<file path="src/source/l2_mem_pkg.sv">
// L2 scratchpad memory package
// widths, address-field positions, arbitration codes and the
// vector types shared by the interconnect, bank array and cfg block
package l2_mem_pkg;

  // data path
  localparam int unsigned DATA_W      = 32;
  localparam int unsigned STRB_W      = DATA_W / 8;

  // array geometry
  localparam int unsigned N_BANKS     = 4;
  localparam int unsigned N_ROWS      = 2;
  localparam int unsigned CUT_N_WORDS = 64;
  localparam int unsigned ADDR_W      = 11;

  // byte address layout: | row | word in cut | bank | byte |
  localparam int unsigned BANK_OFF    = 2;
  localparam int unsigned BANK_W      = 2;
  localparam int unsigned WORD_OFF    = 4;
  localparam int unsigned CUT_ADDR_W  = 6;
  localparam int unsigned ROW_OFF     = 10;
  localparam int unsigned ROW_W       = 1;

  // config field widths
  localparam int unsigned ARB_MODE_W  = 2;
  localparam int unsigned CFG_ADDR_W  = 1;

  typedef logic [ADDR_W-1:0]     addr_t;
  typedef logic [DATA_W-1:0]     data_t;
  typedef logic [STRB_W-1:0]     strb_t;
  typedef logic [BANK_W-1:0]     bank_idx_t;
  typedef logic [CUT_ADDR_W-1:0] cut_addr_t;
  typedef logic [ROW_W-1:0]      row_idx_t;
  typedef logic [ARB_MODE_W-1:0] arb_mode_t;
  typedef logic [CFG_ADDR_W-1:0] cfg_addr_t;
  typedef logic [N_BANKS-1:0]    bank_vec_t;

  // arbitration policies, round-robin after reset
  localparam arb_mode_t ARB_FIXED_A = 2'd0;
  localparam arb_mode_t ARB_FIXED_B = 2'd1;
  localparam arb_mode_t ARB_RR      = 2'd2;

  // config register map
  localparam cfg_addr_t CFG_MODE_ADDR     = 1'b0;
  localparam cfg_addr_t CFG_CONFLICT_ADDR = 1'b1;

endpackage
</file>
<file path="src/source/l2_interconnect.sv">
// L2 interconnect
// decodes the two requester ports onto word-interleaved banks,
// arbitrates each bank and steers read data back to its port
`timescale 1ns/1ps

module l2_interconnect
  import l2_mem_pkg::*;
(
  input  logic                    clk_i,
  input  logic                    rst_n_i,
  // port A
  input  logic                    a_req_i,
  input  logic                    a_we_i,
  input  addr_t                   a_addr_i,
  input  data_t                   a_wdata_i,
  input  strb_t                   a_be_i,
  output logic                    a_gnt_o,
  output logic                    a_rvalid_o,
  output data_t                   a_rdata_o,
  // port B
  input  logic                    b_req_i,
  input  logic                    b_we_i,
  input  addr_t                   b_addr_i,
  input  data_t                   b_wdata_i,
  input  strb_t                   b_be_i,
  output logic                    b_gnt_o,
  output logic                    b_rvalid_o,
  output data_t                   b_rdata_o,
  // cfg block
  input  arb_mode_t               arb_mode_i,
  output bank_vec_t               conflict_o,
  // bank array
  output bank_vec_t               bank_req_o,
  output bank_vec_t               bank_we_o,
  output cut_addr_t [N_BANKS-1:0] bank_cut_addr_o,
  output row_idx_t  [N_BANKS-1:0] bank_row_o,
  output data_t     [N_BANKS-1:0] bank_wdata_o,
  output strb_t     [N_BANKS-1:0] bank_be_o,
  input  data_t     [N_BANKS-1:0] bank_rdata_i
);

  // index 0 is port A, index 1 is port B
  logic      [1:0] p_req, p_we, p_gnt, rd_d, rd_q;
  addr_t     [1:0] p_addr;
  data_t     [1:0] p_wdata;
  strb_t     [1:0] p_be;
  bank_vec_t [1:0] p_hit, p_bank_gnt;
  bank_idx_t [1:0] p_bank, rd_bank_q;
  bank_vec_t       sel_b;

  assign p_req   = {b_req_i, a_req_i};
  assign p_we    = {b_we_i, a_we_i};
  assign p_addr  = {b_addr_i, a_addr_i};
  assign p_wdata = {b_wdata_i, a_wdata_i};
  assign p_be    = {b_be_i, a_be_i};

  for (genvar p = 0; p < 2; p++) begin : gen_ports
    assign p_bank[p] = p_addr[p][BANK_OFF +: BANK_W];
    for (genvar k = 0; k < N_BANKS; k++) begin : gen_hit
      assign p_hit[p][k] = p_req[p] && (p_bank[p] == bank_idx_t'(k));
    end
    // a port targets one bank, so any bank grant is its grant
    assign p_gnt[p] = |p_bank_gnt[p];
    assign rd_d[p]  = p_gnt[p] & ~p_we[p];
  end

  for (genvar k = 0; k < N_BANKS; k++) begin : gen_banks
    l2_bank_arbiter i_arb (
      .clk_i      (clk_i),
      .rst_n_i    (rst_n_i),
      .req_a_i    (p_hit[0][k]),
      .req_b_i    (p_hit[1][k]),
      .mode_i     (arb_mode_i),
      .gnt_a_o    (p_bank_gnt[0][k]),
      .gnt_b_o    (p_bank_gnt[1][k]),
      .conflict_o (conflict_o[k])
    );

    // winner fields onto the bank
    assign sel_b[k]           = p_bank_gnt[1][k];
    assign bank_req_o[k]      = p_bank_gnt[0][k] | p_bank_gnt[1][k];
    assign bank_we_o[k]       = p_we[sel_b[k]];
    assign bank_cut_addr_o[k] = p_addr[sel_b[k]][WORD_OFF +: CUT_ADDR_W];
    assign bank_row_o[k]      = p_addr[sel_b[k]][ROW_OFF +: ROW_W];
    assign bank_wdata_o[k]    = p_wdata[sel_b[k]];
    assign bank_be_o[k]       = p_be[sel_b[k]];
  end

  assign a_gnt_o = p_gnt[0];
  assign b_gnt_o = p_gnt[1];

  // read return, one cycle behind the grant
  always_ff @(posedge clk_i or negedge rst_n_i) begin
    if (!rst_n_i) begin
      rd_q <= '0;
    end else begin
      rd_q <= rd_d;
    end
  end

  always_ff @(posedge clk_i) begin
    rd_bank_q <= p_bank;
  end

  assign a_rvalid_o = rd_q[0];
  assign b_rvalid_o = rd_q[1];
  assign a_rdata_o  = bank_rdata_i[rd_bank_q[0]];
  assign b_rdata_o  = bank_rdata_i[rd_bank_q[1]];

endmodule

</file>
<file path="src/source/l2_bank_arbiter.sv">
// L2 bank arbiter
// two-way grant for a single bank, fixed priority to either port
// or round-robin on the last conflict winner
`timescale 1ns/1ps

module l2_bank_arbiter
  import l2_mem_pkg::*;
(
  input  logic      clk_i,
  input  logic      rst_n_i,
  input  logic      req_a_i,
  input  logic      req_b_i,
  input  arb_mode_t mode_i,
  output logic      gnt_a_o,
  output logic      gnt_b_o,
  output logic      conflict_o
);

  // last conflict winner, low means port A
  logic last_b_q;
  logic a_wins;

  assign conflict_o = req_a_i & req_b_i;

  // priority on a conflict
  always_comb begin
    case (mode_i)
      ARB_FIXED_A: begin
        a_wins = 1'b1;
      end
      ARB_FIXED_B: begin
        a_wins = 1'b0;
      end
      // round-robin, also taken for the unused code
      default: begin
        a_wins = last_b_q;
      end
    endcase
  end

  // a lone request always wins
  assign gnt_a_o = req_a_i & (~req_b_i | a_wins);
  assign gnt_b_o = req_b_i & (~req_a_i | ~a_wins);

  // winner history only moves on conflict cycles
  always_ff @(posedge clk_i or negedge rst_n_i) begin
    if (!rst_n_i) begin
      last_b_q <= 1'b0;
    end else if (conflict_o) begin
      last_b_q <= ~a_wins;
    end
  end

endmodule

</file>
<file path="config.mk">
export PLATFORM = sky130hd
export DESIGN_NAME = l2_interconnect
export DESIGN_NICKNAME = d
export VERILOG_FILES = /design/src/source/l2_mem_pkg.sv /design/src/source/l2_interconnect.sv /design/src/source/l2_bank_arbiter.sv
export SDC_FILE = /design/constraint.sdc
export NUM_CORES = 1
export LEC_CHECK = 0
export CELL_PAD_IN_SITES_DETAIL_PLACEMENT = 1
export CELL_PAD_IN_SITES_GLOBAL_PLACEMENT = 2
export CORE_AREA = 5 5 186 188
export CTS_BUF_LIST = sky130_fd_sc_hd__clkbuf_16
export CTS_CLUSTER_SIZE = 20
export DETAILED_ROUTE_END_ITERATION = 6
export DIE_AREA = 0 0 191 193
export DONT_BUFFER_PORTS = 1
export PLACE_DENSITY = 0.37
export REMOVE_ABC_BUFFERS = 1
export SLEW_MARGIN = 20
export SYNTH_ARGS = -nofsm -noshare
export SYNTH_HDL_FRONTEND = slang
export SYNTH_SLANG_ARGS = --single-unit
</file>
<file path="constraint.sdc">
create_clock -name clk_i -period 1.9 [get_ports clk_i]
set_clock_uncertainty 0.2 [all_clocks]
set_input_delay 0.19 -clock clk_i [delete_from_list [all_inputs] [get_ports clk_i]]
set_output_delay 0.19 -clock clk_i [all_outputs]
set_load 0.01 [all_outputs]
</file>
==> flow_summary.ini, run 1 <==
[global_routing]
grtUsageMet1_pct = 10.43
grt_pass1_vias = 4240
grtUsageMet2_pct = 24.55
grt_overflow = 0
grt_pass1_wl_mm = 32.04
antenna_found_initial = 5
grt_start_max_net_pins = 33
use_met3_pct = 4.573
grt_use_total_pct = 11.88
grt_busiest_layer = met2

[worst_setup_path]
cp_max_fo = 9
startpoint_type = register
cp_top_family = flip-flops
cp.buffers_inverters = 2
worst-r2r-cell-count = 7
ff2ff_setup_slack_ns = 0.07
critical-path-max-stage-delay_ns = 0.39
critical_path_class = reg -> out
crit_path_cell_trace = nand2_2, a21oi_4, nor3_4, buf_12, clkbuf_16, mux2_2
rr_endpoint = rd_q[1]$_DFF_PN0_
cpMaxStageDelayCell = dfrtp_1
endpoint_kind = primary output
crit_arrival_ns = 1.81
required_ns = 1.51
reg2reg_from = gen_banks[2].i_arb.last_b_q$_DFFE_PN0P_

[route]
totalWireLength_mm = 26.39
wl_per_cell_um = 31.57
num_vias = 3715
viasPerCell = 4.444
postRouteAntennaNets = 0
drt_iter0_markers = 76
drc = 0
first_pass_iters = 4

[timing]
worst_slew_pin_slew_ns = 0.4320
fin_crit_sh_pct = 115.8
clock.fmax_mhz = 454.5
setup_slack_ns = -0.3004
grt_setup_unrepaired = yes
tns_ns = -28.84
report.final.slew_viol_count = 0
hold_viol = 0
slew_headroom_pct = 70.90
setup_viol = 177
min_period_ns = 2.200

[layout]
n_fill_cell = 3711
layout_common_cells = mux2_4 (173), mux4_2 (64), buf_4 (19)
final_common_cell = mux2_4
area_delta_synth_final_pct = 49.43
drive_above_1_share_pct = 86.77
nets = 609

[clock_network]
cts_buffers = 3
cts_htree_levels = 1
clkLatencyLatePin_ns = 0.24
cts.clk_slew.worst_paths_ns = 0.04
root_buffer = clkbuf_16
cts_max_path_buffers = 2
cts_num_sinks = 10
cts_tree = built

[yosys]
synth_warnings = 0
synthTopCellsByArea = mux2_2 (35%), mux4_2 (33%), mux2_4 (13%)
postSynthCellCount = 339
syn_area_um2 = 4352
synth-main-ff-cell = dfrtp_1
yosysTopAreaCell = mux2_2
syn_area_per_cell_um2 = 12.84
ys_ff_latch = 10
synth_top_cell_area_share_pct = 35.45
netlist-cell-type-count = 33
synth_seq_area_share_pct = 5.290
async_reset_ff_share_pct = 60.00
synth_edf_count = 0

[floorplanning]
design.die.area_um2 = 36860
boundaryPins = 482
die_w_um = 191
core_area_um2 = 32950
num_rows = 67
dieHeight_um = 193
initial_utilization_pct = 13.21

[place]
port_buffers = 0
gp_congestion = 0.7969
dp_hpwl_mm = 20.74
pre_cts_ws_ns = -0.1379

[job]
max_cap_viol_count = 0

[min_path]
hold-path-endpoint = gen_banks[2].i_arb.last_b_q$_DFFE_PN0P_
hp-class = in -> reg
min_from = arb_mode_i[1]
min_path_cells = 2

[pwr]
powerDensity_nw_per_um2 = 346.0
p_leak_nw = 2.477
irDropWorstVdd_mv = 0.2393
finalPower_mw = 2.250

[run_status]
run_status = complete, but fails checks
violations = negative setup slack
per-layer routing:
| metal | vias to the layer above | routed length, um |
|---|---|---|
| li1 | 1480 | - |
| met2 | 359 | 14850 |
| met3 | 33 | 3071 |
| met5 | - | 0 |
| met4 | 0 | 729 |
| met1 | 1843 | 7736 |
worst register-to-register path, cell delays in order, from the launching register on:
cell and delay (ns):
dfrtp_1 0.36, nand2_2 0.08, a21oi_4 0.17, nor3_4 0.08
buf_12 0.16, buf_12 0.13, buf_16 0.13, o41a_1 0.41
stage by stage:
| stage | utilization, % | instance area (um^2) | hold slack, ns | std cells |
|---|---|---|---|---|
| 2_1_floorplan | - | 4120 | -0.3056 | 301 |
| 3_3_place_gp | 15.38 | 5066 | -0.3054 | 779 |
| 3_5_place_dp | 15.38 | 5066 | -0.3054 | 779 |
| 4_1_cts | 18.78 | 6186 | -0.2300 | 816 |
| 5_1_grt | 19.74 | 6502 | 0.07195 | 836 |
| 6_report | 19.74 | 6502 | 0.03652 | 836 |
cells by family after synthesis:
group	Yosys count	share of synthesized area, %
compound gates	14	2.013
flops	10	5.290
xor+xnor	1	0.2013
simple gates	32	4.284
buf+inv	39	5.405
mux	243	82.81
layout make-up:
class | count | area (um^2) | share of cell area [%]
diodes | 10 | 25.02 | 0.3848
repair buffers | 73 | 1139 | 17.51
clock inverters | 1 | 3.754 | 0.05773
clock buffers | 3 | 75.07 | 1.155
well taps | 448 | 560.5 | 8.620
multi-input cells | 290 | 4458 | 68.56
inverters | 1 | 3.754 | 0.05773
flip-flops and latches | 10 | 237.7 | 3.656
worst max path at each step:
stage / slack, ns / startpoint / depth (start not counted) / to
global route: -0.36 / gen_banks[2].i_arb.last_b_q$_DFFE_PN0P_ / 6 / bank_be_o[10]
CTS: -0.25 / gen_banks[2].i_arb.last_b_q$_DFFE_PN0P_ / 6 / bank_wdata_o[87]
detailed placement: -0.14 / gen_banks[3].i_arb.last_b_q$_DFFE_PN0P_ / 5 / bank_wdata_o[111]
finish: -0.30 / gen_banks[2].i_arb.last_b_q$_DFFE_PN0P_ / 6 / bank_be_o[10]
global placement: -0.14 / gen_banks[3].i_arb.last_b_q$_DFFE_PN0P_ / 5 / bank_wdata_o[97]
floorplan: -1.07 / gen_banks[0].i_arb.last_b_q$_DFFE_PN0P_ / 3 / bank_be_o[3]
power by group:
group	internal, mW	leakage (nW)	switching [mW]
registers	0.242	0.110	0.0299
clock network	0.277	0.0424	0.111
logic	0.876	2.32	0.714
timing repair:
item,CTS,global route
hold endpoints to repair,12,1
gates cloned,8,7
setup endpoints to repair,177,190
hold buffers,6,1
setup buffers,19,7
pin swaps,3,4
gates resized for setup,146,44
state kept, by name (all words and copies together), names as in the netlist:
name                      cells
rd_bank_q                     4
gen_banks.i_arb.last_b_q      4
rd_q                          2
synthesized netlist by cell type (2+ instances only):
library cell and n:
nand3b_1 3, clkbuf_1 6, dfrtp_1 6, mux2_2 137
buf_6 5, mux2_1 3, dfxtp_1 4, o21a_1 2
buf_1 2, mux2_4 39, mux4_2 64, nor2b_1 2
nand2_1 9, a31oi_1 3, a21oi_1 5, nand3_1 3
o21ai_0 2, buf_4 8, nor2_1 4, nor3_1 3
buf_2 17
Power figures use the tool's default switching activity.
==> run 2: changes to the inputs <==
ABC_AREA = 1   (was unset)
CORE_AREA = 5 5 183 185   (was 5 5 186 188)
DIE_AREA = 0 0 188 190   (was 0 0 191 193)
PLACE_DENSITY = 0.47   (was 0.37)
==> flow_summary.ini, run 2 <==
[yosys]
synth_common_cells = o21ai_0 (297), nand2_1 (209), nor2_1 (138)
synth-main-ff-cell = dfrtp_1
syn_area_per_cell_um2 = 4.727
synthTopCellsByArea = o21ai_0 (35%), nand2_1 (19%), nor2_1 (12%)
synth_top_cell_area_share_pct = 35.49
ys_ff_latch = 10
netlist-cell-type-count = 19
synth.most_common_cell = o21ai_0
syn_area_um2 = 4188
synth_seq_area_share_pct = 5.497
synth_warnings = 0
yosysTopAreaCell = o21ai_0
postSynthCellCount = 886
synth_edf_count = 0
async_reset_ff_share_pct = 60.00

[layout]
n_fill_cell = 3973
drive_above_1_share_pct = 45.54
nets = 1318
largestRegisters = gen_banks.i_arb.last_b_q (4), rd_bank_q (4), rd_q (2)
stdcell_count = 1501
stdcell_area_um2 = 8576
area_delta_synth_final_pct = 104.8
final_common_cell = o21ai_0
layout_common_cells = o21ai_0 (152), buf_4 (150), nor2_1 (134)

[route]
num_vias = 7205
postRouteAntennaNets = 0
wl_per_cell_um = 24.00
first_pass_iters = 4
drc = 0
totalWireLength_mm = 36.02
viasPerCell = 4.800
drt_iter0_markers = 235

[timing]
grt_setup_unrepaired = yes
tns_ns = -6.081
setup_viol = 121
hold_viol = 0
fin_crit_sh_pct = 107.4
hold_slack_ns = 0.005898
min_period_ns = 2.041
report.final.slew_viol_count = 0
clock.fmax_mhz = 490.0
setup_slack_ns = -0.1409
worst_slew_pin_slew_ns = 0.4170
slew_headroom_pct = 71.90

[clock_network]
cts_htree_levels = 1
cts_tree = built
cts_buffers = 3
cts_num_sinks = 10
clkLatencyLatePin_ns = 0.24
cts.clk_slew.worst_paths_ns = 0.05
cts_max_path_buffers = 2
root_buffer = clkbuf_16

[place]
placed_cell_area_um2 = 6091
gp_congestion = 0.8303
dp_hpwl_mm = 25.41
pre_cts_ws_ns = 0.007555
placed_cells = 1426
port_buffers = 0

[worst_setup_path]
crit_top_cell = nand2_2
endpoint_kind = primary output
crit_arrival_ns = 1.65
cpMaxStageDelayCell = dfrtp_1
crit_path_cell_trace = inv_1, nand2_1, nand2_2, nand2_2, nand2_4, buf_12, buf_12, buf_8, nand2_2, o21ai_1, buf_4
cp_top_family = buffers and inverters
critical_path_class = reg -> out
required_ns = 1.51
cp_max_fo = 6
critical-path-max-stage-delay_ns = 0.35
cp.buffers_inverters = 5
startpoint_type = register

[floorplanning]
core_area_um2 = 31880
design.die.area_um2 = 35720
initial_utilization_pct = 13.14
dieHeight_um = 190
die_w_um = 188
num_rows = 66
boundaryPins = 482

[pwr]
seqPwrFrac_pct = 8.3
switching_power_mw = 1.496
irDropWorstVdd_mv = 0.2102
swShare_pct = 47.71
intPower_mw = 1.640
p_leak_nw = 3.802
clockPowerShare_pct = 12.3
combPwrFrac_pct = 79.4
powerDensity_nw_per_um2 = 365.7

[global_routing]
grt_overflow = 0
grt_pass1_wl_mm = 47.30
antenna_found_initial = 3
grt_pass1_vias = 7170
grt_use_total_pct = 16.94
grt_start_max_net_pins = 65

[run_status]
violations = negative setup slack
run_status = complete, but fails checks

[job]
max_cap_viol_count = 0

[min_path]
hp-class = in -> reg
-- run 2: cell types whose count changed in the layout (fill, tap and decap cells not counted), sizes merged, moves of 5 or more --
cell    delta
buf      +195
clkbuf     +5
inv       +62
mux2     -179
mux4      -64
nand2    +208
nor2     +134
o21ai    +307
o22ai     +64
-- run 2: final cells by class --
class	count	area, um^2	share of cell area [%]
Antenna cell	6	15.01	0.1751
Clock buffer	3	75.07	0.8754
Inverter	66	247.7	2.889
Tap cell	408	510.5	5.953
Sequential cell	10	232.7	2.714
Multi-Input combinational cell	734	4493	52.39
Clock inverter	1	3.754	0.04377
Timing Repair Buffer	273	2998	34.96
-- run 2: power by group through the flow --
stage	logic [mW]	registers, mW	clock network, mW
final	2.49	0.260	0.385
after global routing	2.67	0.263	0.405
after CTS	2.08	0.259	0.395
after detailed placement	1.81	0.263	0
after global placement	1.81	0.262	0
after floorplan	0.879	0.286	0
-- run 2: per-layer routing --
metal / global-route usage, % / wire length (um) / vias up
met5: 0 / 0 / -
met4: 3.444 / 537 / 0
met3: 6.110 / 3048 / 27
met2: 32.58 / 19650 / 309
met1: 17.67 / 12790 / 3462
li1: - / - / 3407
-- run 2: worst paths after layout --
check | startpoint | to | slack (ns) | depth (start not counted)
setup reg to reg | gen_banks[1].i_arb.last_b_q$_DFFE_PN0P_ | rd_q[1]$_DFF_PN0_ | 0.26 | 10
max in group asynchronous | rst_n_i | rd_q[1]$_DFF_PN0_ | 1.17 | 1
hold / removal | arb_mode_i[1] | gen_banks[1].i_arb.last_b_q$_DFFE_PN0P_ | 0.006 | 4
min in group asynchronous | rst_n_i | gen_banks[1].i_arb.last_b_q$_DFFE_PN0P_ | 0.08 | 1
hold reg to reg | gen_banks[0].i_arb.last_b_q$_DFFE_PN0P_ | gen_banks[0].i_arb.last_b_q$_DFFE_PN0P_ | 0.35 | 2
setup / recovery | gen_banks[3].i_arb.last_b_q$_DFFE_PN0P_ | bank_wdata_o[113] | -0.14 | 11
-- run 2: repair_timing --
item,in CTS,in global routing
pin swaps,7,11
gates resized for setup,152,401
setup endpoints to repair,157,179
buffers inserted,21,16
hold buffers,7,0
gates cloned,9,16
endpoints found under the hold margin,12,0
-- run 2: cells by family (layout without fill, tap and decap cells) --
group | after synthesis | after routing | synth area share (%)
simple gates | 358 | 360 | 32.75
buf+inv | 144 | 343 | 15.15
compound gates | 374 | 374 | 46.61
other cells | 0 | 6 | 0
flops | 10 | 10 | 5.497
-- run 2: worst register-to-register path, delay by kind of cell, from the launching register on --
kind	cells	cell delay [ns]
buf+inv	4	0.47
simple gates	5	0.34
flops	1	0.36
compound gates	1	0.18
-- run 2: metrics by stage --
step                utilization, %  total power, mW
floorplan                        -            1.165
global placement             19.11            2.069
detailed placement           19.11            2.074
CTS                          21.90            2.738
global route                 26.90            3.335
finish                       26.90            3.136
