[config.mk]
export PLATFORM = sky130hd
export DESIGN_NAME = l2_cfg_regs
export DESIGN_NICKNAME = d
export VERILOG_FILES = /design/src/source/l2_mem_pkg.sv /design/src/source/l2_cfg_regs.sv
export SDC_FILE = /design/constraint.sdc
export NUM_CORES = 1
export LEC_CHECK = 0
export BUFFER_PORTS_ARGS = -buffer_cell sky130_fd_sc_hd__clkbuf_2
export CAP_MARGIN = 20
export CORE_AREA = 2 2 66 68
export DETAILED_ROUTE_END_ITERATION = 10
export DIE_AREA = 0 0 68 70
export GPL_TIMING_DRIVEN = 0
export PLACE_DENSITY = 0.95
export SLEW_MARGIN = 20
export SYNTH_ARGS = -nofsm -noshare
export SYNTH_HDL_FRONTEND = slang
export SYNTH_SLANG_ARGS = --single-unit
[constraint.sdc]
create_clock -name clk_i -period 4.55 [get_ports clk_i]
set_input_delay 0.455 -clock clk_i [delete_from_list [all_inputs] [get_ports clk_i]]
set_output_delay 0.455 -clock clk_i [all_outputs]
set_load 0.02 [all_outputs]
[src/source/l2_mem_pkg.sv]
// L2 scratchpad memory package
// widths, address-field positions, arbitration codes and the
// vector types shared by the interconnect, bank array and cfg block
package l2_mem_pkg;

  // data path
  localparam int unsigned DATA_W      = 32;
  localparam int unsigned STRB_W      = DATA_W / 8;

  // array geometry
  localparam int unsigned N_BANKS     = 4;
  localparam int unsigned N_ROWS      = 2;
  localparam int unsigned CUT_N_WORDS = 64;
  localparam int unsigned ADDR_W      = 11;

  // byte address layout: | row | word in cut | bank | byte |
  localparam int unsigned BANK_OFF    = 2;
  localparam int unsigned BANK_W      = 2;
  localparam int unsigned WORD_OFF    = 4;
  localparam int unsigned CUT_ADDR_W  = 6;
  localparam int unsigned ROW_OFF     = 10;
  localparam int unsigned ROW_W       = 1;

  // config field widths
  localparam int unsigned ARB_MODE_W  = 2;
  localparam int unsigned CFG_ADDR_W  = 1;

  typedef logic [ADDR_W-1:0]     addr_t;
  typedef logic [DATA_W-1:0]     data_t;
  typedef logic [STRB_W-1:0]     strb_t;
  typedef logic [BANK_W-1:0]     bank_idx_t;
  typedef logic [CUT_ADDR_W-1:0] cut_addr_t;
  typedef logic [ROW_W-1:0]      row_idx_t;
  typedef logic [ARB_MODE_W-1:0] arb_mode_t;
  typedef logic [CFG_ADDR_W-1:0] cfg_addr_t;
  typedef logic [N_BANKS-1:0]    bank_vec_t;

  // arbitration policies, round-robin after reset
  localparam arb_mode_t ARB_FIXED_A = 2'd0;
  localparam arb_mode_t ARB_FIXED_B = 2'd1;
  localparam arb_mode_t ARB_RR      = 2'd2;

  // config register map
  localparam cfg_addr_t CFG_MODE_ADDR     = 1'b0;
  localparam cfg_addr_t CFG_CONFLICT_ADDR = 1'b1;

endpackage
[src/source/l2_cfg_regs.sv]
// L2 configuration registers
// arbitration policy register and saturating bank-conflict counter
`timescale 1ns/1ps

module l2_cfg_regs
  import l2_mem_pkg::*;
(
  input  logic      clk_i,
  input  logic      rst_n_i,
  input  logic      cfg_we_i,
  input  cfg_addr_t cfg_addr_i,
  input  data_t     cfg_wdata_i,
  output data_t     cfg_rdata_o,
  input  bank_vec_t conflict_i,
  output arb_mode_t arb_mode_o
);

  arb_mode_t               mode_q;
  data_t                   cnt_q;
  logic [$clog2(N_BANKS):0] n_conf;
  logic [DATA_W:0]         cnt_sum;

  // number of banks in conflict this cycle
  always_comb begin
    n_conf = '0;
    for (int k = 0; k < N_BANKS; k++) begin
      n_conf = n_conf + conflict_i[k];
    end
  end

  // carry out means the counter would wrap
  assign cnt_sum = {1'b0, cnt_q} + n_conf;

  always_ff @(posedge clk_i or negedge rst_n_i) begin
    if (!rst_n_i) begin
      mode_q <= ARB_RR;
      cnt_q  <= '0;
    end else begin
      if (cfg_we_i && cfg_addr_i == CFG_MODE_ADDR) begin
        mode_q <= cfg_wdata_i[ARB_MODE_W-1:0];
      end
      // clear wins over counting
      if (cfg_we_i && cfg_addr_i == CFG_CONFLICT_ADDR) begin
        cnt_q <= '0;
      end else begin
        cnt_q <= cnt_sum[DATA_W] ? '1 : cnt_sum[DATA_W-1:0];
      end
    end
  end

  assign cfg_rdata_o = (cfg_addr_i == CFG_CONFLICT_ADDR) ? cnt_q : data_t'(mode_q);
  assign arb_mode_o  = mode_q;

endmodule

==> results of run 1 <==
[kinds of logic after synthesis]
group | Yosys count
AND/OR/NAND/NOR | 95
buffers and inverters | 18
multiplexers | 4
XOR/XNOR | 24
AO/OA/AOI/OAI | 37
adder cells (fa/ha/maj) | 4
flip-flops | 34
[cells in the final DEF (no fill, tap or decap), types with 2 or more instances in the layout]
master	instances
clkbuf_1	8
dfrtp_1	33
xnor2_1	13
nand2_1	7
xor2_1	11
fa_1	3
mux2_2	4
and3_1	5
a211oi_1	2
clkbuf_2	43
buf_6	3
nor4_2	4
nor3_1	4
a21oi_1	29
nand3_1	10
inv_1	7
nand4_1	6
and2_1	31
and3_2	4
a31oi_1	3
nor2_1	8
buf_2	2
clkbuf_8	6
[worst register-to-register path, delay by kind of cell, from the launching register on]
family                   cells  cell delay, ns
AND/OR/NAND/NOR              4            0.97
adder cells (fa/ha/maj)      2            0.61
flip-flops                   1            0.35
buffers and inverters        3            0.32
AO/OA/AOI/OAI                1            0.15
[flip-flops by register name, indices dropped and copies added (netlist names)]
register,cells
arb_mode_o,2
cnt_q,32
[power breakdown]
part	total (mW)	internal [mW]	switching, mW
Clock	0.232	0.123	0.109
Sequential	0.351	0.326	0.0256
Combinational	0.146	0.0613	0.0842
Total	0.729	0.510	0.218
[layer usage]
| layer | wire (µm) | up-vias | GRT usage, % |
|---|---|---|---|
| met5 | 0 | - | 0 |
| met4 | 108 | 0 | 10.4 |
| met3 | 206 | 12 | 5.96 |
| met2 | 2490 | 56 | 36.2 |
| met1 | 1920 | 871 | 25.8 |
| li1 | - | 845 | - |
[cells in the mapped netlist, drive strengths merged]
library cell | number | area, µm²
inv | 7 | 26.3
or3 | 1 | 11.3
nand3 | 12 | 77.6
a311oi | 1 | 8.76
and4 | 2 | 20.0
nor3 | 5 | 36.3
ha | 1 | 12.5
nor4 | 5 | 71.3
dfstp | 1 | 26.3
and3 | 9 | 61.3
nor3b | 1 | 12.5
fa | 3 | 60.1
nor2b | 1 | 6.26
mux2 | 4 | 45.0
nand2b | 1 | 6.26
a31oi | 3 | 18.8
or2 | 1 | 6.26
a21oi | 29 | 145
a211o | 1 | 8.76
and2 | 32 | 201
a211oi | 3 | 27.5
and4bb | 1 | 12.5
xor2 | 11 | 96.3
buf | 5 | 43.8
nand2 | 9 | 43.8
nand4 | 7 | 58.8
xnor2 | 13 | 114
nor2 | 8 | 30.0
clkbuf | 6 | 22.5
dfrtp | 33 | 826
[cell type report]
type	instances	area (µm²)	area share (%)
inverters	7	26.3	1.05
clock buffers	8	90.1	3.59
well taps	52	65.1	2.59
plain buffers	11	66.3	2.64
flip-flops and latches	34	852	34.0
multi-input cells	164	1190	47.6
repair buffers	43	215	8.58
[through the flow]
step                      utilization (%)  worst slack (ns)  cells  cell area (µm²)  power (mW)
after floorplan                         -              1.75    216             2140       0.456
after global placement               58.3              1.50    311             2420       0.494
after detailed placement             58.3              1.38    311             2420       0.503
after CTS                            60.5              1.64    319             2510       0.731
after global routing                 60.5              1.53    319             2510       0.765
final                                60.5              1.65    319             2510       0.729
[final timing paths]
check                                           from                   endpoint  slack, ns  cells past startpoint
min in group clk_i                    cfg_wdata_i[1]  arb_mode_o[1]$_DFFE_PN1P_       0.41                      2
min reg2reg                arb_mode_o[0]$_DFFE_PN0P_  arb_mode_o[0]$_DFFE_PN0P_       0.54                      1
min                                          rst_n_i        cnt_q[26]$_DFF_PN0_       0.26                      1
max                                    conflict_i[0]         cnt_q[9]$_DFF_PN0_       1.65                     12
max reg2reg                       cnt_q[0]$_DFF_PN0_         cnt_q[9]$_DFF_PN0_       2.07                     10
max in group asynchronous                    rst_n_i        cnt_q[16]$_DFF_PN0_       3.75                      1
==> key figures, run 1 <==
Drt
  • Vias per cell: about 5.6
  • Routed Antenna Nets: 0
  • Routed WL per cell: between 10 and 15 µm
  • Drt total wl: around 4700 µm
  • DRC Markers: 0
  • Via count: between 1500 and 2000
  • DRT iter0 DRCs: 101
  • Pre-antenna DRT Iters: 4

CTS
  • Clock slew at reported path FFs: 0.06 ns
  • Cts repair resizes: 0
  • CTS tree: yes
  • Clk sink count: 34
  • Htree depth: 2
  • Setup Buffers After CTS: 0
  • CTS Root Cell: clkbuf_8
  • Inserted Clock Buffers: 5
  • Clock Latency Late Sink: roughly 0.29 ns
  • Clk buf depth: 2
  • CTS Hold Buffers Added: 0

Floorplan
  • Die height: about 70 µm
  • Die area: roughly 4800 µm²
  • Initial Utilization: between 50% and 60%
  • # rows: 24
  • Area of the core: just over 4000 µm²
  • Die X: about 68 µm
  • I/O Pins: between 70 and 80

Power and ir drop
  • Pleak: 1.17 nW
  • Cell Pwr Density: a little under 300 nW/µm²
  • Maximum VDD drop: approximately 210 µV

Synth
  • Yosys warnings: 0
  • Cells after synthesis: 216
  • Mapped Area: ~2100 µm²
  • Xor and xnor area share after synthesis: 9.84%
  • Seq/Total Area, Yosys: approximately 40%
  • Register bit total from synthesis: 34
  • Synth Area in Compound Gates: 9.78%
  • Unique cell type count in the Yosys netlist: 42
  • Mux share of post-synthesis cell area: ~2.1%
  • Synth Area in Simple Gates: a little under a third
  • Post-synthesis area per instance: between 9 and 10 µm²
  • Synth Net Count: between 200 and 300
  • Adder-cell share of the synthesized area: about 3.4%
  • Largest family of logic cells by synthesized area: simple AND/OR/NAND/NOR gates

Place
  • Number of port buffers: 43
  • Detailed placement HPWL: approximately 3400 µm
  • Gpl congestion: 0.885

Setup path
  • Required time worst endpoint: 4.76 ns
  • Setup CP Type: in2reg
  • Most frequent CP cell: fa_1
  • Nature of the critical path endpoint: register
  • Worst-path cell chain: clkbuf_2, fa_1, inv_1, fa_1, inv_1, fa_1, and4_1, nand2_2, nor3_4, nand2_4, buf_6, a21oi_1
  • Worst Path Buf+Inv: 4
  • Slowest stage delay, CP: 0.54 ns
  • Critical path peak fanout: 10
  • Crit path DAT: roughly 3.1 ns
  • CP startpoint kind: input pin
  • Top cell family by delay on the critical path: adder cells
  • Crit-path slowest cell: fa_1

STA
  • Final max-slew violation count: 0
  • Worst rel slew slack: 42.9%
  • Setup TNS: 0 ns
  • Fin crit share: a little under two thirds
  • Hold WS: 0.263 ns
  • Tmin final: a little under 3 ns
  • Worst Max-Slew Pin Slew: between 0.8 and 0.9 ns
  • Fin. Hold Viols: 0
  • Final setup fails: 0
  • Max Freq: ~340 MHz
  • Final Skew: 0.00447 ns
  • RSZ-0062 raised after global routing: no

Status
  • Status: completed

Global route
  • Vias in the first global route: 1751
  • Tot GR Track Use: between 20% and 30%
  • Remaining global-route overflow: 0
  • First-pass GRT wire length: about 7800 µm
  • Initial antenna violation count: 0
  • Largest net degree at the start of global routing: 35

Flow run
  • Max-Cap Viols: 0

Layout
  • # fillers: about 350
  • Antenna cells: 0
  • Nets@finish: slightly above 300
  • Layout cells sized above 1: 30.3%
  • Layout Area Growth over Synthesis: 17.3%

Worst hold path
  • Worst hold-check path type: in2async
Power figures use the tool's default switching activity.
==> run 2, diff against run 1 <==
--- a/config.mk
+++ b/config.mk
@@ -7,11 +7,11 @@
 export LEC_CHECK = 0
 export BUFFER_PORTS_ARGS = -buffer_cell sky130_fd_sc_hd__clkbuf_2
 export CAP_MARGIN = 20
-export CORE_AREA = 2 2 66 68
+export CORE_AREA = 2 2 72 74
 export DETAILED_ROUTE_END_ITERATION = 10
-export DIE_AREA = 0 0 68 70
+export DIE_AREA = 0 0 74 76
 export GPL_TIMING_DRIVEN = 0
-export PLACE_DENSITY = 0.95
+export PLACE_DENSITY = 0.86
 export SLEW_MARGIN = 20
 export SYNTH_ARGS = -nofsm -noshare
 export SYNTH_HDL_FRONTEND = slang
==> constraint.sdc (replaced) <==
create_clock -name clk_i -period 2.45 [get_ports clk_i]
set_input_delay 0.245 -clock clk_i [delete_from_list [all_inputs] [get_ports clk_i]]
set_output_delay 0.245 -clock clk_i [all_outputs]
set_load 0.02 [all_outputs]
==> key figures, run 2 (synthesized netlist as in run 1, its figures left out) <==
Layout
  • Antenna cells: 0
  • Fin cells: 341
  • Reg area: 852 µm²
  • Layout Area Growth over Synthesis: 22.6%
  • Multi-input logic area: roughly 1300 µm²
  • # fillers: approximately 440
  • Commonest non-fill, non-tap cell in the layout: clkbuf_2
  • Most flop-heavy register: cnt_q
  • Max reg flops: 32
  • Layout cells sized above 1: 35.8%
  • Utilization after layout: between 50 and 60%
  • Nets@finish: around 320
  • Most frequent cells in the layout: 43 x clkbuf_2, 33 x dfrtp_1, 31 x and2_1, 24 x a21oi_1, 13 x xnor2_1

Place
  • Number of port buffers: 43
  • Detailed placement HPWL: between 3000 and 4000 µm
  • Dpl ws: -0.318 ns
  • Gpl congestion: a little over 0.8
  • Dpl cells: 329

Setup path
  • FF-to-FF setup slack: about 0.33 ns
  • Critical path peak fanout: 7
  • Crit path DAT: between 2 and 2.5 ns
  • Required time worst endpoint: between 2 and 3 ns
  • Nature of the critical path endpoint: register
  • Setup CP Type: in2reg
  • CP startpoint kind: input pin

Floorplan
  • Area of the core: 4910 µm²
  • Die area: 5620 µm²
  • Die height: 76 µm
  • Initial Utilization: a little over two fifths
  • # rows: 26
  • Die X: around 74 µm
  • I/O Pins: between 70 and 80

CTS
  • Htree depth: 2
  • Clock Latency Late Sink: ~0.29 ns
  • CTS Root Cell: clkbuf_8
  • CTS tree: yes
  • Inserted Clock Buffers: 5
  • Clock slew at reported path FFs: ~0.070 ns
  • Clk sink count: 34
  • Clk buf depth: 2

Power and ir drop
  • Sequential share of power: 48.2%
  • Pleak: approximately 1.2 nW
  • Tot Pwr: 1.36 mW
  • P_sw: around 0.43 mW
  • Comb power frac: 22.1%
  • Cell Pwr Density: between 500 and 600 nW/µm²
  • Internal: approximately 0.9 mW
  • Clock power share: about 30%
  • Maximum VDD drop: about 390 µV
  • Switching part of the total power: 31.6%

STA
  • Worst Max-Slew Pin Slew: between 0.9 and 1 ns
  • Setup TNS: 0 ns
  • Worst rel slew slack: between 30% and 40%
  • Tmin final: between 2 and 2.5 ns
  • Final Skew: ~0.006 ns
  • RSZ-0062 raised after global routing: no
  • PnR worst setup slack: ~0.13 ns
  • Final setup fails: 0
  • Final max-slew violation count: 0
  • Fin crit share: a little over nine tenths
  • Fin. Hold Viols: 0
  • Max Freq: 431 MHz

Worst hold path
  • Worst hold-check path type: in2async

Drt
  • Drt total wl: between 4000 and 5000 µm
  • DRT iter0 DRCs: 87
  • DRC Markers: 0
  • Pre-antenna DRT Iters: 4
  • Routed WL per cell: about 14 µm
  • Vias per cell: 5.18
  • Via count: 1767
  • Routed Antenna Nets: 0

Global route
  • Largest net degree at the start of global routing: 35
  • Initial antenna violation count: 0
  • Tot GR Track Use: roughly 18%
  • First-pass GRT wire length: roughly 8000 µm
  • Vias in the first global route: roughly 1700
  • Remaining global-route overflow: 0

Status
  • Status: completed

Flow run
  • Max-Cap Viols: 0
[run 2: cell types whose count changed in the layout (fill, tap and decap cells not counted), moves of 2 or more]
cell,delta
fa_1,-2
fa_2,+2
a21oi_1,-5
buf_4,+6
a21oi_2,+5
[run 2: routing by layer]
metal / part of all wire (%) / routed length, µm / GRT usage, % / up-vias
met5: 0 / 0 / 0 / -
met4: 1.4 / 67 / 6.00 / 0
met3: 5.0 / 241 / 4.50 / 8
met2: 50 / 2390 / 28.8 / 46
met1: 44 / 2100 / 23.8 / 859
li1: - / - / - / 854
[run 2: power by group through the flow]
stage	clock network (mW)	logic [mW]	registers, mW
detailed placement	0	0.278	0.664
global placement	0	0.265	0.661
floorplan	0	0.193	0.659
CTS	0.403	0.280	0.654
finish	0.402	0.300	0.654
global route	0.438	0.331	0.663
[run 2: final cells by class]
type,count,share of cell area [%]
Clock buffer,7,2.91
Buffer,11,2.63
Multi-Input combinational cell,164,47.9
Timing Repair Buffer,48,9.65
Sequential cell,34,32.5
Inverter,7,1.00
Tap cell,70,3.34
[run 2: critical path, stage by stage]
cell and delay [ns]:
clkbuf_2 0.09, fa_1 0.53, inv_1 0.05, fa_2 0.34, nand2b_1 0.27, a211o_4 0.44, nor3_1 0.23, nand4_1 0.12
nor3b_2 0.16
[run 2: stage by stage]
| step | instance area [µm²] | hold WS, ns |
|---|---|---|
| final | 2620 | 0.0726 |
| after global routing | 2620 | 0.131 |
| after CTS | 2530 | 0.0988 |
| after detailed placement | 2450 | 0.407 |
| after global placement | 2450 | 0.381 |
| after floorplan | 2150 | -0.0506 |
[run 2: final timing paths]
check / startpoint / to / cells past startpoint
max in group asynchronous: rst_n_i / cnt_q[13]$_DFF_PN0_ / 1
setup / recovery: conflict_i[0] / cnt_q[31]$_DFF_PN0_ / 9
hold / removal: rst_n_i / cnt_q[3]$_DFF_PN0_ / 1
min in group clk_i: cfg_wdata_i[0] / arb_mode_o[0]$_DFFE_PN0P_ / 2
setup reg to reg: cnt_q[0]$_DFF_PN0_ / cnt_q[31]$_DFF_PN0_ / 7
hold reg to reg: arb_mode_o[0]$_DFFE_PN0P_ / arb_mode_o[0]$_DFFE_PN0P_ / 1
[run 2: repair_timing]
action	CTS	global route
pin swaps	1	3
gates resized for setup	0	14
setup buffers	0	5
hold buffers	0	0
setup endpoints to repair	3	25
==> run 3, diff against run 2 <==
--- a/config.mk
+++ b/config.mk
@@ -12,6 +12,7 @@
 export DIE_AREA = 0 0 74 76
 export GPL_TIMING_DRIVEN = 0
 export PLACE_DENSITY = 0.86
+export REMOVE_ABC_BUFFERS = 1
 export SLEW_MARGIN = 20
 export SYNTH_ARGS = -nofsm -noshare
 export SYNTH_HDL_FRONTEND = slang
==> key figures, run 3 (synthesized netlist as in run 1, its figures left out) <==
CTS
  • Inserted Clock Buffers: 5
  • Clock slew at reported path FFs: ~0.080 ns
  • Htree depth: 2
  • Clk buf depth: 2
  • CTS tree: yes
  • Clock Latency Late Sink: between 0.2 and 0.3 ns
  • CTS Hold Buffers Added: 0
  • CTS Root Cell: clkbuf_8
  • Clk sink count: 34

Global route
  • Vias in the first global route: 1628
  • Tot GR Track Use: 17.5%
  • Remaining global-route overflow: 0
  • Largest net degree at the start of global routing: 35
  • First-pass GRT wire length: approximately 7600 µm
  • Initial antenna violation count: 0

Layout
  • Antenna cells: 0
  • Max reg flops: 32
  • Commonest non-fill, non-tap cell in the layout: clkbuf_2
  • Most frequent cells in the layout: 43 x clkbuf_2, 33 x dfrtp_1, 29 x a21oi_1, 29 x and2_1, 13 x xnor2_1
  • Most flop-heavy register: cnt_q
  • Layout Area Growth over Synthesis: 17.7%
  • Utilization after layout: roughly half
  • Nets@finish: between 300 and 400
  • Layout cells sized above 1: about 33%

Setup path
  • RR Endpoint: cnt_q[30]$_DFF_PN0_
  • FF-to-FF setup slack: about 0.29 ns
  • Crit-path slowest cell: fa_1
  • Slowest stage delay, CP: 0.52 ns
  • R2r worst-path depth: 9
  • Nature of the critical path endpoint: register
  • CP startpoint kind: input pin
  • Setup CP Type: in2reg
  • Critical path peak fanout: 4
  • Crit path DAT: roughly 2.5 ns
  • Worst-path cell chain: clkbuf_2, fa_1, inv_1, fa_2, inv_2, fa_2, and4_4, nand2_4, or3_4, nor4_4, nor3_1
  • Most frequent CP cell: fa_2
  • Worst r2r src: cnt_q[0]$_DFF_PN0_
  • Required time worst endpoint: roughly 2.6 ns

Place
  • Number of port buffers: 43
  • Detailed placement HPWL: about 3100 µm
  • Dpl ws: -0.524 ns
  • Gpl congestion: about 0.8

STA
  • Worst Max-Slew Pin Slew: roughly 0.85 ns
  • Tmin final: 2.35 ns
  • Final Skew: a little under 0.01 ns
  • Final max-slew violation count: 0
  • Fin. Hold Viols: 0
  • Fin crit share: 95.8%
  • RSZ-0062 raised after global routing: yes
  • Hold WS: approximately 0.044 ns
  • Worst rel slew slack: a little over two fifths
  • Setup TNS: 0 ns
  • PnR worst setup slack: approximately 0.10 ns
  • Final setup fails: 0
  • Max Freq: roughly 430 MHz

Drt
  • Pre-antenna DRT Iters: 4
  • Via count: between 1500 and 2000
  • DRT iter0 DRCs: 167
  • Routed Antenna Nets: 0
  • DRC Markers: 0
  • Vias per cell: 5.19
  • Routed WL per cell: 13.8 µm
  • Drt total wl: between 4000 and 5000 µm

Floorplan
  • Die area: 5620 µm²
  • Die X: 74 µm
  • Initial Utilization: around 44%
  • Area of the core: approximately 4900 µm²
  • # rows: 26
  • Die height: 76 µm
  • I/O Pins: 74

Power and ir drop
  • Maximum VDD drop: approximately 260 µV
  • Cell Pwr Density: approximately 550 nW/µm²
  • Pleak: approximately 1.1 nW

Flow run
  • Max-Cap Viols: 0

Status
  • Status: completed

Worst hold path
  • Worst hold-check path type: in2async
run 3: cell count changes in the layout (fill, tap and decap cells not counted), sizes merged:
cell      previous run  this run
clkinvlp             0         1
clkbuf              56        49
buf                 10         2
clkinv               0         1
run 3: timing repair:
item / CTS / global route
pin swaps: 3 / 0
endpoints found under the setup margin: 32 / 30
buffers inserted: 2 / 0
gates resized for setup: 5 / 4
run 3: metrics by stage:
step / power (mW) / cells / cell area [µm²]
final: 1.38 / 328 / 2520
after global routing: 1.46 / 328 / 2520
after CTS: 1.39 / 328 / 2500
after detailed placement: 0.932 / 318 / 2370
after global placement: 0.914 / 318 / 2370
after floorplan: 0.840 / 205 / 2070
run 3: critical path, delay by kind of cell:
kind,cells,cell delay (ns)
buffers and inverters,3,0.21
adder cells (fa/ha/maj),3,1.05
AND/OR/NAND/NOR,5,1.00
run 3: worst max-delay path by stage:
stage / from / endpoint / slack (ns) / cells after the start
finish: conflict_i[0] / cnt_q[30]$_DFF_PN0_ / 0.10 / 11
floorplan: conflict_i[0] / cnt_q[30]$_DFF_PN0_ / -0.17 / 10
CTS: conflict_i[0] / cnt_q[30]$_DFF_PN0_ / 0.008 / 11
detailed placement: conflict_i[0] / cnt_q[30]$_DFF_PN0_ / -0.52 / 11
global route: conflict_i[0] / cnt_q[30]$_DFF_PN0_ / -0.005 / 11
global placement: conflict_i[0] / cnt_q[30]$_DFF_PN0_ / -0.45 / 11
run 3: layout make-up:
cell class                      instances  area (µm²)
Clock inverter                          2        12.5
Inverter                                7        26.3
Timing Repair Buffer                   45         230
Sequential cell                        34         852
Fill cell                             436        2400
Clock buffer                            6        82.6
Multi-Input combinational cell        164        1220
Tap cell                               70        87.6
run 3: routing by layer:
layer / GRT usage, % / routed length (µm) / up-vias
li1: - / - / 829
met4: 7.64 / 81 / 0
met2: 27.7 / 2270 / 49
met3: 4.23 / 261 / 14
met1: 22.4 / 1910 / 811
met5: 0 / 0 / -
run 3: where the power goes:
part           total (mW)  leakage [nW]  switching (mW)  internal [mW]
Sequential          0.656         0.463          0.0514          0.605
Combinational       0.286         0.637           0.163          0.123
Clock               0.440        0.0472           0.214          0.226
Total                1.38          1.15           0.428          0.954
